$ cat src/common/gemac_pkg.sv
// Shared types and constants for the GEMAC client adapter.
// Host words use the 36-bit framing: occ, eof and sof on top, then 32 data bits
// with byte 0 in the top byte.
// A word with both sof and eof set that is not the first word of its frame ends
// an errored frame. Frames must therefore span two words, which means 5 bytes or more.
// STAGE_DEPTH must be a power of two of at least 2.
package gemac_pkg;

   // Entries in each pipeline stage register
   localparam int STAGE_DEPTH = 2;
   localparam int STAGE_PTR_W = $clog2(STAGE_DEPTH);
   localparam int STAGE_CNT_W = $clog2(STAGE_DEPTH + 1);

   // Occupancy code of a last word with all four bytes valid
   localparam logic [1:0] OCC_FULL = 2'd0;

   // Host side word, field order matches the 36-bit bus layout
   typedef struct packed {
      logic [1:0]  occ;
      logic        eof;
      logic        sof;
      logic [31:0] data;
   } f36_word_t;

   // Link-layer byte, error only counts together with eof
   typedef struct packed {
      logic       error;
      logic       eof;
      logic       sof;
      logic [7:0] data;
   } ll8_t;

endpackage

$ cat src/logic/gemac_client_adapter.sv
// Client framing adapter between 36-bit host words and a GEMAC byte interface.
// Everything runs on clk_i. There is no clock crossing and no pause handling.
// Transmit: host words, byte split, stage, then the MAC transmit port.
// Receive: MAC receive port, stage, word packing, stage, then host words.
// Frames must be 5 bytes or longer.
`timescale 1ns/1ps

module gemac_client_adapter
   import gemac_pkg::*;
(
   input  logic       clk_i,
   input  logic       arst_n_i,
   // Host transmit words
   input  f36_word_t  tx_f36_data_i,
   input  logic       tx_f36_src_rdy_i,
   output logic       tx_f36_dst_rdy_o,
   // MAC transmit port
   output logic [7:0] mac_tx_data_o,
   output logic       mac_tx_valid_o,
   output logic       mac_tx_error_o,
   input  logic       mac_tx_ack_i,
   // MAC receive port
   input  logic [7:0] mac_rx_data_i,
   input  logic       mac_rx_valid_i,
   input  logic       mac_rx_ack_i,
   input  logic       mac_rx_error_i,
   // Host receive words
   output f36_word_t  rx_f36_data_o,
   output logic       rx_f36_src_rdy_o,
   input  logic       rx_f36_dst_rdy_i
);

   ll8_t      tx_ll;
   logic      tx_ll_src_rdy, tx_ll_dst_rdy;
   ll8_t      tx_ls;
   logic      tx_ls_src_rdy, tx_ls_dst_rdy;
   ll8_t      rx_ll;
   logic      rx_ll_src_rdy, rx_ll_dst_rdy;
   ll8_t      rx_ls;
   logic      rx_ls_src_rdy, rx_ls_dst_rdy;
   f36_word_t rx_f36;
   logic      rx_f36_src_rdy, rx_f36_dst_rdy;

   // Transmit chain
   fifo36_to_ll8 tx_split (
      .clk_i(clk_i), .arst_n_i(arst_n_i),
      .f36_i(tx_f36_data_i), .f36_src_rdy_i(tx_f36_src_rdy_i), .f36_dst_rdy_o(tx_f36_dst_rdy_o),
      .ll_o(tx_ll), .ll_src_rdy_o(tx_ll_src_rdy), .ll_dst_rdy_i(tx_ll_dst_rdy));

   stage_reg #(.payload_t(ll8_t)) tx_stage (
      .clk_i(clk_i), .arst_n_i(arst_n_i),
      .data_i(tx_ll), .src_rdy_i(tx_ll_src_rdy), .dst_rdy_o(tx_ll_dst_rdy),
      .data_o(tx_ls), .src_rdy_o(tx_ls_src_rdy), .dst_rdy_i(tx_ls_dst_rdy));

   ll8_to_txmac tx_mac_if (
      .clk_i(clk_i), .arst_n_i(arst_n_i),
      .ll_i(tx_ls), .ll_src_rdy_i(tx_ls_src_rdy), .ll_dst_rdy_o(tx_ls_dst_rdy),
      .mac_tx_data_o(mac_tx_data_o), .mac_tx_valid_o(mac_tx_valid_o),
      .mac_tx_error_o(mac_tx_error_o), .mac_tx_ack_i(mac_tx_ack_i));

   // Receive chain
   rxmac_to_ll8 rx_mac_if (
      .clk_i(clk_i), .arst_n_i(arst_n_i),
      .mac_rx_data_i(mac_rx_data_i), .mac_rx_valid_i(mac_rx_valid_i),
      .mac_rx_ack_i(mac_rx_ack_i), .mac_rx_error_i(mac_rx_error_i),
      .ll_o(rx_ll), .ll_src_rdy_o(rx_ll_src_rdy), .ll_dst_rdy_i(rx_ll_dst_rdy));

   stage_reg #(.payload_t(ll8_t)) rx_stage (
      .clk_i(clk_i), .arst_n_i(arst_n_i),
      .data_i(rx_ll), .src_rdy_i(rx_ll_src_rdy), .dst_rdy_o(rx_ll_dst_rdy),
      .data_o(rx_ls), .src_rdy_o(rx_ls_src_rdy), .dst_rdy_i(rx_ls_dst_rdy));

   ll8_to_fifo36 rx_pack (
      .clk_i(clk_i), .arst_n_i(arst_n_i),
      .ll_i(rx_ls), .ll_src_rdy_i(rx_ls_src_rdy), .ll_dst_rdy_o(rx_ls_dst_rdy),
      .f36_o(rx_f36), .f36_src_rdy_o(rx_f36_src_rdy), .f36_dst_rdy_i(rx_f36_dst_rdy));

   stage_reg #(.payload_t(f36_word_t)) rx_out_stage (
      .clk_i(clk_i), .arst_n_i(arst_n_i),
      .data_i(rx_f36), .src_rdy_i(rx_f36_src_rdy), .dst_rdy_o(rx_f36_dst_rdy),
      .data_o(rx_f36_data_o), .src_rdy_o(rx_f36_src_rdy_o), .dst_rdy_i(rx_f36_dst_rdy_i));

endmodule

$ cat src/logic/stage_reg.sv
// Small register FIFO placed between pipeline stages.
// Output is valid one cycle after an input transfer, one transfer per cycle.
// dst_rdy_o comes straight from a flop, so ready paths do not chain along a pipeline.
// Depth comes from STAGE_DEPTH, which must be a power of two so the pointers wrap.
`timescale 1ns/1ps

module stage_reg
   import gemac_pkg::*;
#(
   parameter type payload_t = logic
) (
   input  logic     clk_i,
   input  logic     arst_n_i,
   input  payload_t data_i,
   input  logic     src_rdy_i,
   output logic     dst_rdy_o,
   output payload_t data_o,
   output logic     src_rdy_o,
   input  logic     dst_rdy_i
);

   payload_t               mem_q [STAGE_DEPTH];
   logic [STAGE_PTR_W-1:0] wr_ptr_q;
   logic [STAGE_PTR_W-1:0] rd_ptr_q;
   logic [STAGE_CNT_W-1:0] count_q;
   logic [STAGE_CNT_W-1:0] count_d;
   logic                   full_q;
   logic                   push;
   logic                   pop;

   assign dst_rdy_o = !full_q;
   assign src_rdy_o = (count_q != '0);
   assign data_o    = mem_q[rd_ptr_q];
   assign push      = src_rdy_i && !full_q;
   assign pop       = src_rdy_o && dst_rdy_i;

   always_comb begin
      count_d = count_q;
      if (push && !pop) begin
         count_d = count_q + STAGE_CNT_W'(1);
      end else if (pop && !push) begin
         count_d = count_q - STAGE_CNT_W'(1);
      end
   end

   always_ff @(posedge clk_i or negedge arst_n_i) begin
      if (!arst_n_i) begin
         wr_ptr_q <= '0;
         rd_ptr_q <= '0;
         count_q  <= '0;
         full_q   <= 1'b0;
      end else begin
         if (push) wr_ptr_q <= wr_ptr_q + STAGE_PTR_W'(1);
         if (pop) rd_ptr_q <= rd_ptr_q + STAGE_PTR_W'(1);
         count_q <= count_d;
         // Ready for the next cycle is decided here, never from dst_rdy_i directly
         full_q  <= (count_d == STAGE_CNT_W'(STAGE_DEPTH));
      end
   end

   always_ff @(posedge clk_i) begin
      if (push) begin
         mem_q[wr_ptr_q] <= data_i;
      end
   end

endmodule

$ cat src/rx/ll8_to_fifo36.sv
// Packs link-layer bytes into 36-bit host words, byte 0 in the top byte.
// A word goes out the cycle after its fourth byte or after its eof byte.
// occ gives the valid bytes of the last word, OCC_FULL when all four are used.
// An eof with error also sets sof on the last word, which marks the frame bad.
// This only reads as an error when the frame spans two words or more.
`timescale 1ns/1ps

module ll8_to_fifo36
   import gemac_pkg::*;
(
   input  logic      clk_i,
   input  logic      arst_n_i,
   input  ll8_t      ll_i,
   input  logic      ll_src_rdy_i,
   output logic      ll_dst_rdy_o,
   output f36_word_t f36_o,
   output logic      f36_src_rdy_o,
   input  logic      f36_dst_rdy_i
);

   f36_word_t  word_q;
   logic       word_valid_q;
   logic [1:0] cnt_q;
   logic       ll_xfer;
   logic       f36_xfer;
   logic       word_done;

   // The word register doubles as the output, a finished word frees it the same cycle
   assign ll_dst_rdy_o  = !word_valid_q || f36_dst_rdy_i;
   assign ll_xfer       = ll_src_rdy_i && ll_dst_rdy_o;
   assign f36_xfer      = word_valid_q && f36_dst_rdy_i;
   assign word_done     = ll_i.eof || (cnt_q == 2'd3);
   assign f36_o         = word_q;
   assign f36_src_rdy_o = word_valid_q;

   always_ff @(posedge clk_i or negedge arst_n_i) begin
      if (!arst_n_i) begin
         word_valid_q <= 1'b0;
         cnt_q        <= 2'd0;
      end else begin
         if (f36_xfer) word_valid_q <= 1'b0;
         if (ll_xfer) begin
            if (word_done) begin
               word_valid_q <= 1'b1;
               cnt_q        <= 2'd0;
            end else begin
               cnt_q <= cnt_q + 2'd1;
            end
         end
      end
   end

   always_ff @(posedge clk_i) begin
      if (ll_xfer) begin
         if (cnt_q == 2'd0) begin
            word_q.data <= {ll_i.data, 24'h000000};
            word_q.sof  <= ll_i.sof;
         end else begin
            word_q.data[31 - 8*cnt_q -: 8] <= ll_i.data;
         end
         if (ll_i.eof && ll_i.error) begin
            word_q.sof <= 1'b1;
         end
         word_q.eof <= ll_i.eof;
         // A count of four wraps to zero, which is OCC_FULL
         word_q.occ <= ll_i.eof ? cnt_q + 2'd1 : OCC_FULL;
      end
   end

endmodule

$ cat src/rx/rxmac_to_ll8.sv
// Turns MAC receive bytes into a link-layer byte stream.
// A byte is offered once its successor arrives or the frame end is known, so the
// last byte waits for the MAC ack or error before it goes out with eof.
// The MAC cannot be stalled. A byte that arrives while the held byte is still
// unaccepted causes an overrun. The held byte then becomes an eof with error and
// the rest of the frame is dropped. A frame that overruns on its first byte is
// dropped whole.
`timescale 1ns/1ps

module rxmac_to_ll8
   import gemac_pkg::*;
(
   input  logic       clk_i,
   input  logic       arst_n_i,
   input  logic [7:0] mac_rx_data_i,
   input  logic       mac_rx_valid_i,
   input  logic       mac_rx_ack_i,
   input  logic       mac_rx_error_i,
   output ll8_t       ll_o,
   output logic       ll_src_rdy_o,
   input  logic       ll_dst_rdy_i
);

   ll8_t byte_q;
   logic full_q;
   logic first_q;
   logic drop_q;
   logic pop;
   logic frame_end;

   assign frame_end    = mac_rx_ack_i || mac_rx_error_i;
   assign ll_o         = byte_q;
   assign ll_src_rdy_o = full_q && (byte_q.eof || mac_rx_valid_i);
   assign pop          = ll_src_rdy_o && ll_dst_rdy_i;

   always_ff @(posedge clk_i or negedge arst_n_i) begin
      if (!arst_n_i) begin
         byte_q  <= '0;
         full_q  <= 1'b0;
         first_q <= 1'b1;
         drop_q  <= 1'b0;
      end else begin
         if (pop) full_q <= 1'b0;
         if (mac_rx_valid_i && !drop_q) begin
            if (full_q && !pop) begin
               // Overrun, close the frame on the held byte unless it already ends one
               drop_q <= 1'b1;
               if (!byte_q.eof) begin
                  byte_q.eof   <= 1'b1;
                  byte_q.error <= 1'b1;
               end
            end else begin
               byte_q  <= '{error: 1'b0, eof: 1'b0, sof: first_q, data: mac_rx_data_i};
               full_q  <= 1'b1;
               first_q <= 1'b0;
            end
         end
         if (frame_end) begin
            first_q <= 1'b1;
            drop_q  <= 1'b0;
            if (!drop_q && full_q && !byte_q.eof) begin
               byte_q.eof   <= 1'b1;
               byte_q.error <= mac_rx_error_i;
            end
         end
      end
   end

endmodule

$ cat src/tx/fifo36_to_ll8.sv
// Splits 36-bit host words into link-layer bytes, top byte first.
// On an eof word only the bytes given by occ are sent, the last one carrying eof.
// The next word is taken as the last byte leaves, so bytes flow without bubbles.
// Transmit bytes never carry the error flag.
`timescale 1ns/1ps

module fifo36_to_ll8
   import gemac_pkg::*;
(
   input  logic      clk_i,
   input  logic      arst_n_i,
   input  f36_word_t f36_i,
   input  logic      f36_src_rdy_i,
   output logic      f36_dst_rdy_o,
   output ll8_t      ll_o,
   output logic      ll_src_rdy_o,
   input  logic      ll_dst_rdy_i
);

   f36_word_t   word_q;
   logic        word_valid_q;
   logic [1:0]  byte_q;
   logic [1:0]  last_byte;
   logic        last;
   logic        word_take;
   logic        byte_take;
   logic [31:0] shifted;

   // Index of the final byte, occ of 1 to 3 means that many from the top
   assign last_byte = (word_q.eof && (word_q.occ != OCC_FULL)) ? word_q.occ - 2'd1 : 2'd3;
   assign last      = (byte_q == last_byte);

   assign byte_take     = word_valid_q && ll_dst_rdy_i;
   assign f36_dst_rdy_o = !word_valid_q || (last && ll_dst_rdy_i);
   assign word_take     = f36_src_rdy_i && f36_dst_rdy_o;

   // Current byte moved to the top of the word
   assign shifted = word_q.data << {byte_q, 3'b000};

   assign ll_src_rdy_o = word_valid_q;
   assign ll_o = '{error: 1'b0,
                   eof:   word_q.eof && last,
                   sof:   word_q.sof && (byte_q == 2'd0),
                   data:  shifted[31:24]};

   always_ff @(posedge clk_i or negedge arst_n_i) begin
      if (!arst_n_i) begin
         word_valid_q <= 1'b0;
         byte_q       <= 2'd0;
      end else if (word_take) begin
         word_valid_q <= 1'b1;
         byte_q       <= 2'd0;
      end else if (byte_take) begin
         if (last) begin
            word_valid_q <= 1'b0;
         end
         byte_q <= byte_q + 2'd1;
      end
   end

   always_ff @(posedge clk_i) begin
      if (word_take) begin
         word_q <= f36_i;
      end
   end

endmodule

$ cat src/tx/ll8_to_txmac.sv
// Drives the MAC transmit port from link-layer bytes.
// The first byte is held with valid high until the MAC pulses ack, after which
// one byte is consumed on every cycle.
// If the link layer runs dry after the ack, tx error pulses for one cycle and
// the rest of the frame is discarded up to its eof.
// Bytes arriving outside a frame without sof are thrown away.
`timescale 1ns/1ps

module ll8_to_txmac
   import gemac_pkg::*;
(
   input  logic       clk_i,
   input  logic       arst_n_i,
   input  ll8_t       ll_i,
   input  logic       ll_src_rdy_i,
   output logic       ll_dst_rdy_o,
   output logic [7:0] mac_tx_data_o,
   output logic       mac_tx_valid_o,
   output logic       mac_tx_error_o,
   input  logic       mac_tx_ack_i
);

   typedef enum logic [1:0] {
      ST_IDLE,
      ST_WAIT_ACK,
      ST_SEND,
      ST_DROP
   } state_t;

   state_t state_q;
   state_t state_d;

   assign mac_tx_data_o = ll_i.data;

   always_comb begin
      state_d        = state_q;
      mac_tx_valid_o = 1'b0;
      mac_tx_error_o = 1'b0;
      ll_dst_rdy_o   = 1'b0;
      case (state_q)
         ST_IDLE: begin
            if (ll_src_rdy_i) begin
               if (ll_i.sof) begin
                  state_d = ST_WAIT_ACK;
               end else begin
                  ll_dst_rdy_o = 1'b1;
               end
            end
         end
         ST_WAIT_ACK: begin
            // Byte stays put until the MAC takes it with the ack
            mac_tx_valid_o = 1'b1;
            ll_dst_rdy_o   = mac_tx_ack_i;
            if (mac_tx_ack_i) begin
               state_d = ll_i.eof ? ST_IDLE : ST_SEND;
            end
         end
         ST_SEND: begin
            if (ll_src_rdy_i) begin
               mac_tx_valid_o = 1'b1;
               ll_dst_rdy_o   = 1'b1;
               if (ll_i.eof) state_d = ST_IDLE;
            end else begin
               mac_tx_error_o = 1'b1;   // underrun
               state_d        = ST_DROP;
            end
         end
         default: begin
            ll_dst_rdy_o = 1'b1;
            if (ll_src_rdy_i && ll_i.eof) begin
               state_d = ST_IDLE;
            end
         end
      endcase
   end

   always_ff @(posedge clk_i or negedge arst_n_i) begin
      if (!arst_n_i) begin
         state_q <= ST_IDLE;
      end else begin
         state_q <= state_d;
      end
   end

endmodule
$ cat config.mk
export PLATFORM = sky130hd
export DESIGN_NAME = gemac_client_adapter
export DESIGN_NICKNAME = d
export VERILOG_FILES = /design/src/common/gemac_pkg.sv /design/src/logic/gemac_client_adapter.sv /design/src/logic/stage_reg.sv /design/src/rx/ll8_to_fifo36.sv /design/src/rx/rxmac_to_ll8.sv /design/src/tx/fifo36_to_ll8.sv /design/src/tx/ll8_to_txmac.sv
export SDC_FILE = /design/constraint.sdc
export NUM_CORES = 1
export LEC_CHECK = 0
export ABC_AREA = 1
export ABC_CLOCK_PERIOD_IN_PS = 4010
export BUFFER_PORTS_ARGS = -buffer_cell sky130_fd_sc_hd__buf_2
export CAP_MARGIN = 20
export CORE_MARGIN = 2
export CORE_UTILIZATION = 54
export CTS_CLUSTER_SIZE = 16
export DETAILED_ROUTE_END_ITERATION = 6
export PLACE_DENSITY = 0.74
export SYNTH_ARGS = -nofsm -noshare
export SYNTH_HDL_FRONTEND = slang
export SYNTH_SLANG_ARGS = --single-unit
$ cat constraint.sdc
create_clock -name clk_i -period 4.01 [get_ports clk_i]
set_input_delay 0.401 -clock clk_i [delete_from_list [all_inputs] [get_ports clk_i]]
set_output_delay 0.401 -clock clk_i [all_outputs]
set_load 0.1 [all_outputs]
==> run_results.csv <==
group,metric,value,unit
status,status,"completed",
final_layout,fillCellCount,1268,
final_layout,post-route-util,63.4,%
detailed_routing,detail_route.drc_violations,0,
grt,grt_first_pass_wirelength,24100,µm
grt,grt_use_total,16.9,%
setup_path,critical_path.startpoint_type,"flip-flop",
final_layout,layout_commonest_cell,"nand2_1",
setup_path,r2r_cells,7,
timing,timing.clock.skew,0.0134,ns
floorplanning,initial_utilization,54.8,%
yosys,mappedNetlistNets,821,
yosys,synth.yosys.warnings,0,
setup_path,timing.critical_path.cells,"inv_4 > xor2_2 > nand2_2 > o21ai_4 > buf_2",
min_path,worstHoldPathType,"primary input to asynchronous set/reset pin",
yosys,netlist.top_cell.by_area,"edfxtp_1",
timing,min_period,2.65,ns
grt,grt_start_max_net_pins,38,
clock_tree,cts_resized,0,
timing,tightestPinTransition,0.954,ns
final_layout,syn2layout_area_growth,15.6,%
timing,max_freq,377,MHz
clock_tree,cts.hold.buffers_added,0,
detailed_routing,ant_nets,0,
yosys,post_syn_area_per_cell,12.0,µm²
clock_tree,cts_post_setup_buffers_inserted,0,
clock_tree,cts_htree_levels,1,
grt,first_global_vias,5189,
floorplanning,rows,47,
setup_path,criticalPathCategory,"flip-flop to primary output",
clock_tree,deepest_clock_path_buffer_count,3,
final_layout,design.final.nets,932,
grt,grt_antenna_before_repair,3,
timing,timing_max_transition_violations_final,0,
floorplanning,core_area,16500,µm²
timing,setup_violating_endpoint_count_in_the_final_report,0,
timing,period_share,66.2,%
yosys,synth.lib_cells_used.distinct,38,
clock_tree,cts_root_buffer,"clkbuf_16",
yosys,syn_inst_count,755,
floorplanning,die_h,133,µm
yosys,number_of_synthesized_register_bits,223,
timing,finalSetupTns,0,ns
detailed_routing,wire_per_inst,13.3,µm
setup_path,critPathCaptureType,"primary output",
placement,finalWeightedCongestion,0.806,
grt,globalRouteOverflowTotal,0,
setup_path,timing.reg2reg.setup_slack,1.75,ns
detailed_routing,drt_iter0_drc,370,
clock_tree,clkSlewWorstSetupHoldPaths,0.06,ns
floorplanning,die_width,133,µm
setup_path,critical_path.slowest_cell,"dfrtp_1",
detailed_routing,firstDrtPassIters,5,
setup_path,arrival,2.25,ns
floorplanning,ios,100,
setup_path,crit_path_max_incr_delay,0.65,ns
final_layout,drive_above_1_share,20.6,%
yosys,netlist.area_leader.share,61.9,%
setup_path,timing.rr.start,"tx_split.byte_q[0]",
clock_tree,clkSinkCount,223,
clock_tree,clk_latency,0.50,ns
placement,count_of_buffers_inserted_at_the_top_level_ports,99,
floorplanning,dieArea,17800,µm²
timing,rsz_0062_raised_after_global_routing,"no",
setup_path,crit_fanout,19,
placement,hpwl,9910,µm
yosys,synthTopCellsByArea,"edfxtp_1, nand2_1, dfrtp_1",
detailed_routing,vias_per_cell,4.84,
clock_tree,cts-buffers-inserted,22,
final_layout,layout.cells.most_common_list,"nand2_1, edfxtp_1, buf_2, inv_1, nor2_1",
setup_path,rr_endpoint,"tx_split.word_q[24]",
yosys,syn-cell-area,9030,µm²
timing,finalHoldViolCount,0,
timing,max_slew_margin,36.2,%
detailed_routing,vias,5343,
setup_path,critPathLaunch,"tx_split.byte_q[0]",
detailed_routing,sum_of_routed_wire_length_over_all_layers,14700,µm
yosys,part_of_the_yosys_area_used_for_sequential_elements,72.1,%
clock_tree,tritoncts,"done",
setup_path,critical_path_required,3.61,ns
job,maxCapViolations,0,
worst max-delay path: cells and delay by family, from the launching register on:
| family | cells | cell delay, ns |
|---|---|---|
| AND/OR/NAND/NOR | 1 | 0.09 |
| XOR/XNOR | 1 | 0.19 |
| AO/OA/AOI/OAI | 1 | 0.18 |
| buffers and inverters | 2 | 0.65 |
| flip-flops | 1 | 0.65 |
state kept, by name (all words and copies together) (netlist names), 11 cells and up:
name and flops:
rx_mac_if.ll_o 11, rx_out_stage.mem_q 72, rx_pack.f36_o 36, rx_stage.mem_q 22
tx_split.word_q 36, tx_stage.mem_q 20
cells by family (layout without fill, tap and decap cells):
logic type / after synthesis / after routing / synth area share [%]
other: 0 / 1 / 0
XOR/XNOR: 10 / 10 / 1.05
AND/OR/NAND/NOR: 338 / 338 / 15.4
flip-flops: 223 / 223 / 72.1
AO/OA/AOI/OAI: 82 / 82 / 5.32
adder cells (fa/ha/maj): 14 / 14 / 1.94
buffers and inverters: 88 / 215 / 4.12
metrics by stage:
step	cell area, µm²	setup slack [ns]	hold WS [ns]	cells
floorplan	9030	0.438	0.105	755
global placement	9750	1.78	0.424	1062
detailed placement	9750	1.74	0.431	1062
CTS	10400	1.34	0.0239	1102
global route	10400	1.22	0.0557	1103
finish	10400	1.36	0.00404	1103
per-layer routing:
layer	GRT usage, %	part of all wire, %
met1	20.8	40
met3	5.59	8.0
met5	0	0.18
met4	4.96	1.8
met2	28.8	50
cells in the mapped netlist:
cell / n
o21ai_1: 5
dfrtp_1: 36
buf_1: 1
xor2_1: 9
buf_2: 7
buf_4: 2
o21bai_1: 1
nor2_1: 54
inv_4: 1
a21boi_0: 2
edfxtp_1: 186
inv_2: 9
or2_0: 7
ha_1: 14
o22ai_1: 12
a21oi_1: 28
nand2_1: 246
xor2_2: 1
o221ai_1: 1
or2_2: 1
nand4_2: 1
o21ai_2: 8
nand2_4: 2
nor2_4: 2
buf_6: 3
o21ai_0: 23
clkbuf_1: 5
nor3_4: 1
clkinv_1: 4
nor3_2: 1
dfstp_2: 1
nand2_2: 9
o21ai_4: 1
nand3_2: 1
o211ai_1: 1
nand3_1: 10
inv_1: 56
nor2_2: 3
final cells by class:
class / instances / area [µm²] / share of cell area, %
Multi-Input combinational cell: 444 / 2150 / 20.6
Antenna cell: 1 / 2.50 / 0.0240
Clock inverter: 13 / 98.8 / 0.947
Inverter: 70 / 265 / 2.54
Sequential cell: 223 / 6510 / 62.4
Clock buffer: 27 / 591 / 5.66
Timing Repair Buffer: 105 / 541 / 5.18
Tap cell: 220 / 275 / 2.64
how the worst max path moves through the flow:
stage / endpoint / depth (start not counted)
floorplan: tx_split.word_q[0] / 9
global placement: tx_split.word_q[7] / 7
detailed placement: tx_split.word_q[7] / 7
CTS: tx_f36_dst_rdy_o / 5
global route: tx_f36_dst_rdy_o / 5
finish: tx_f36_dst_rdy_o / 5
Power is not shown: default switching activity piles up to over one toggle a cycle in this logic, so the estimate is an artifact.
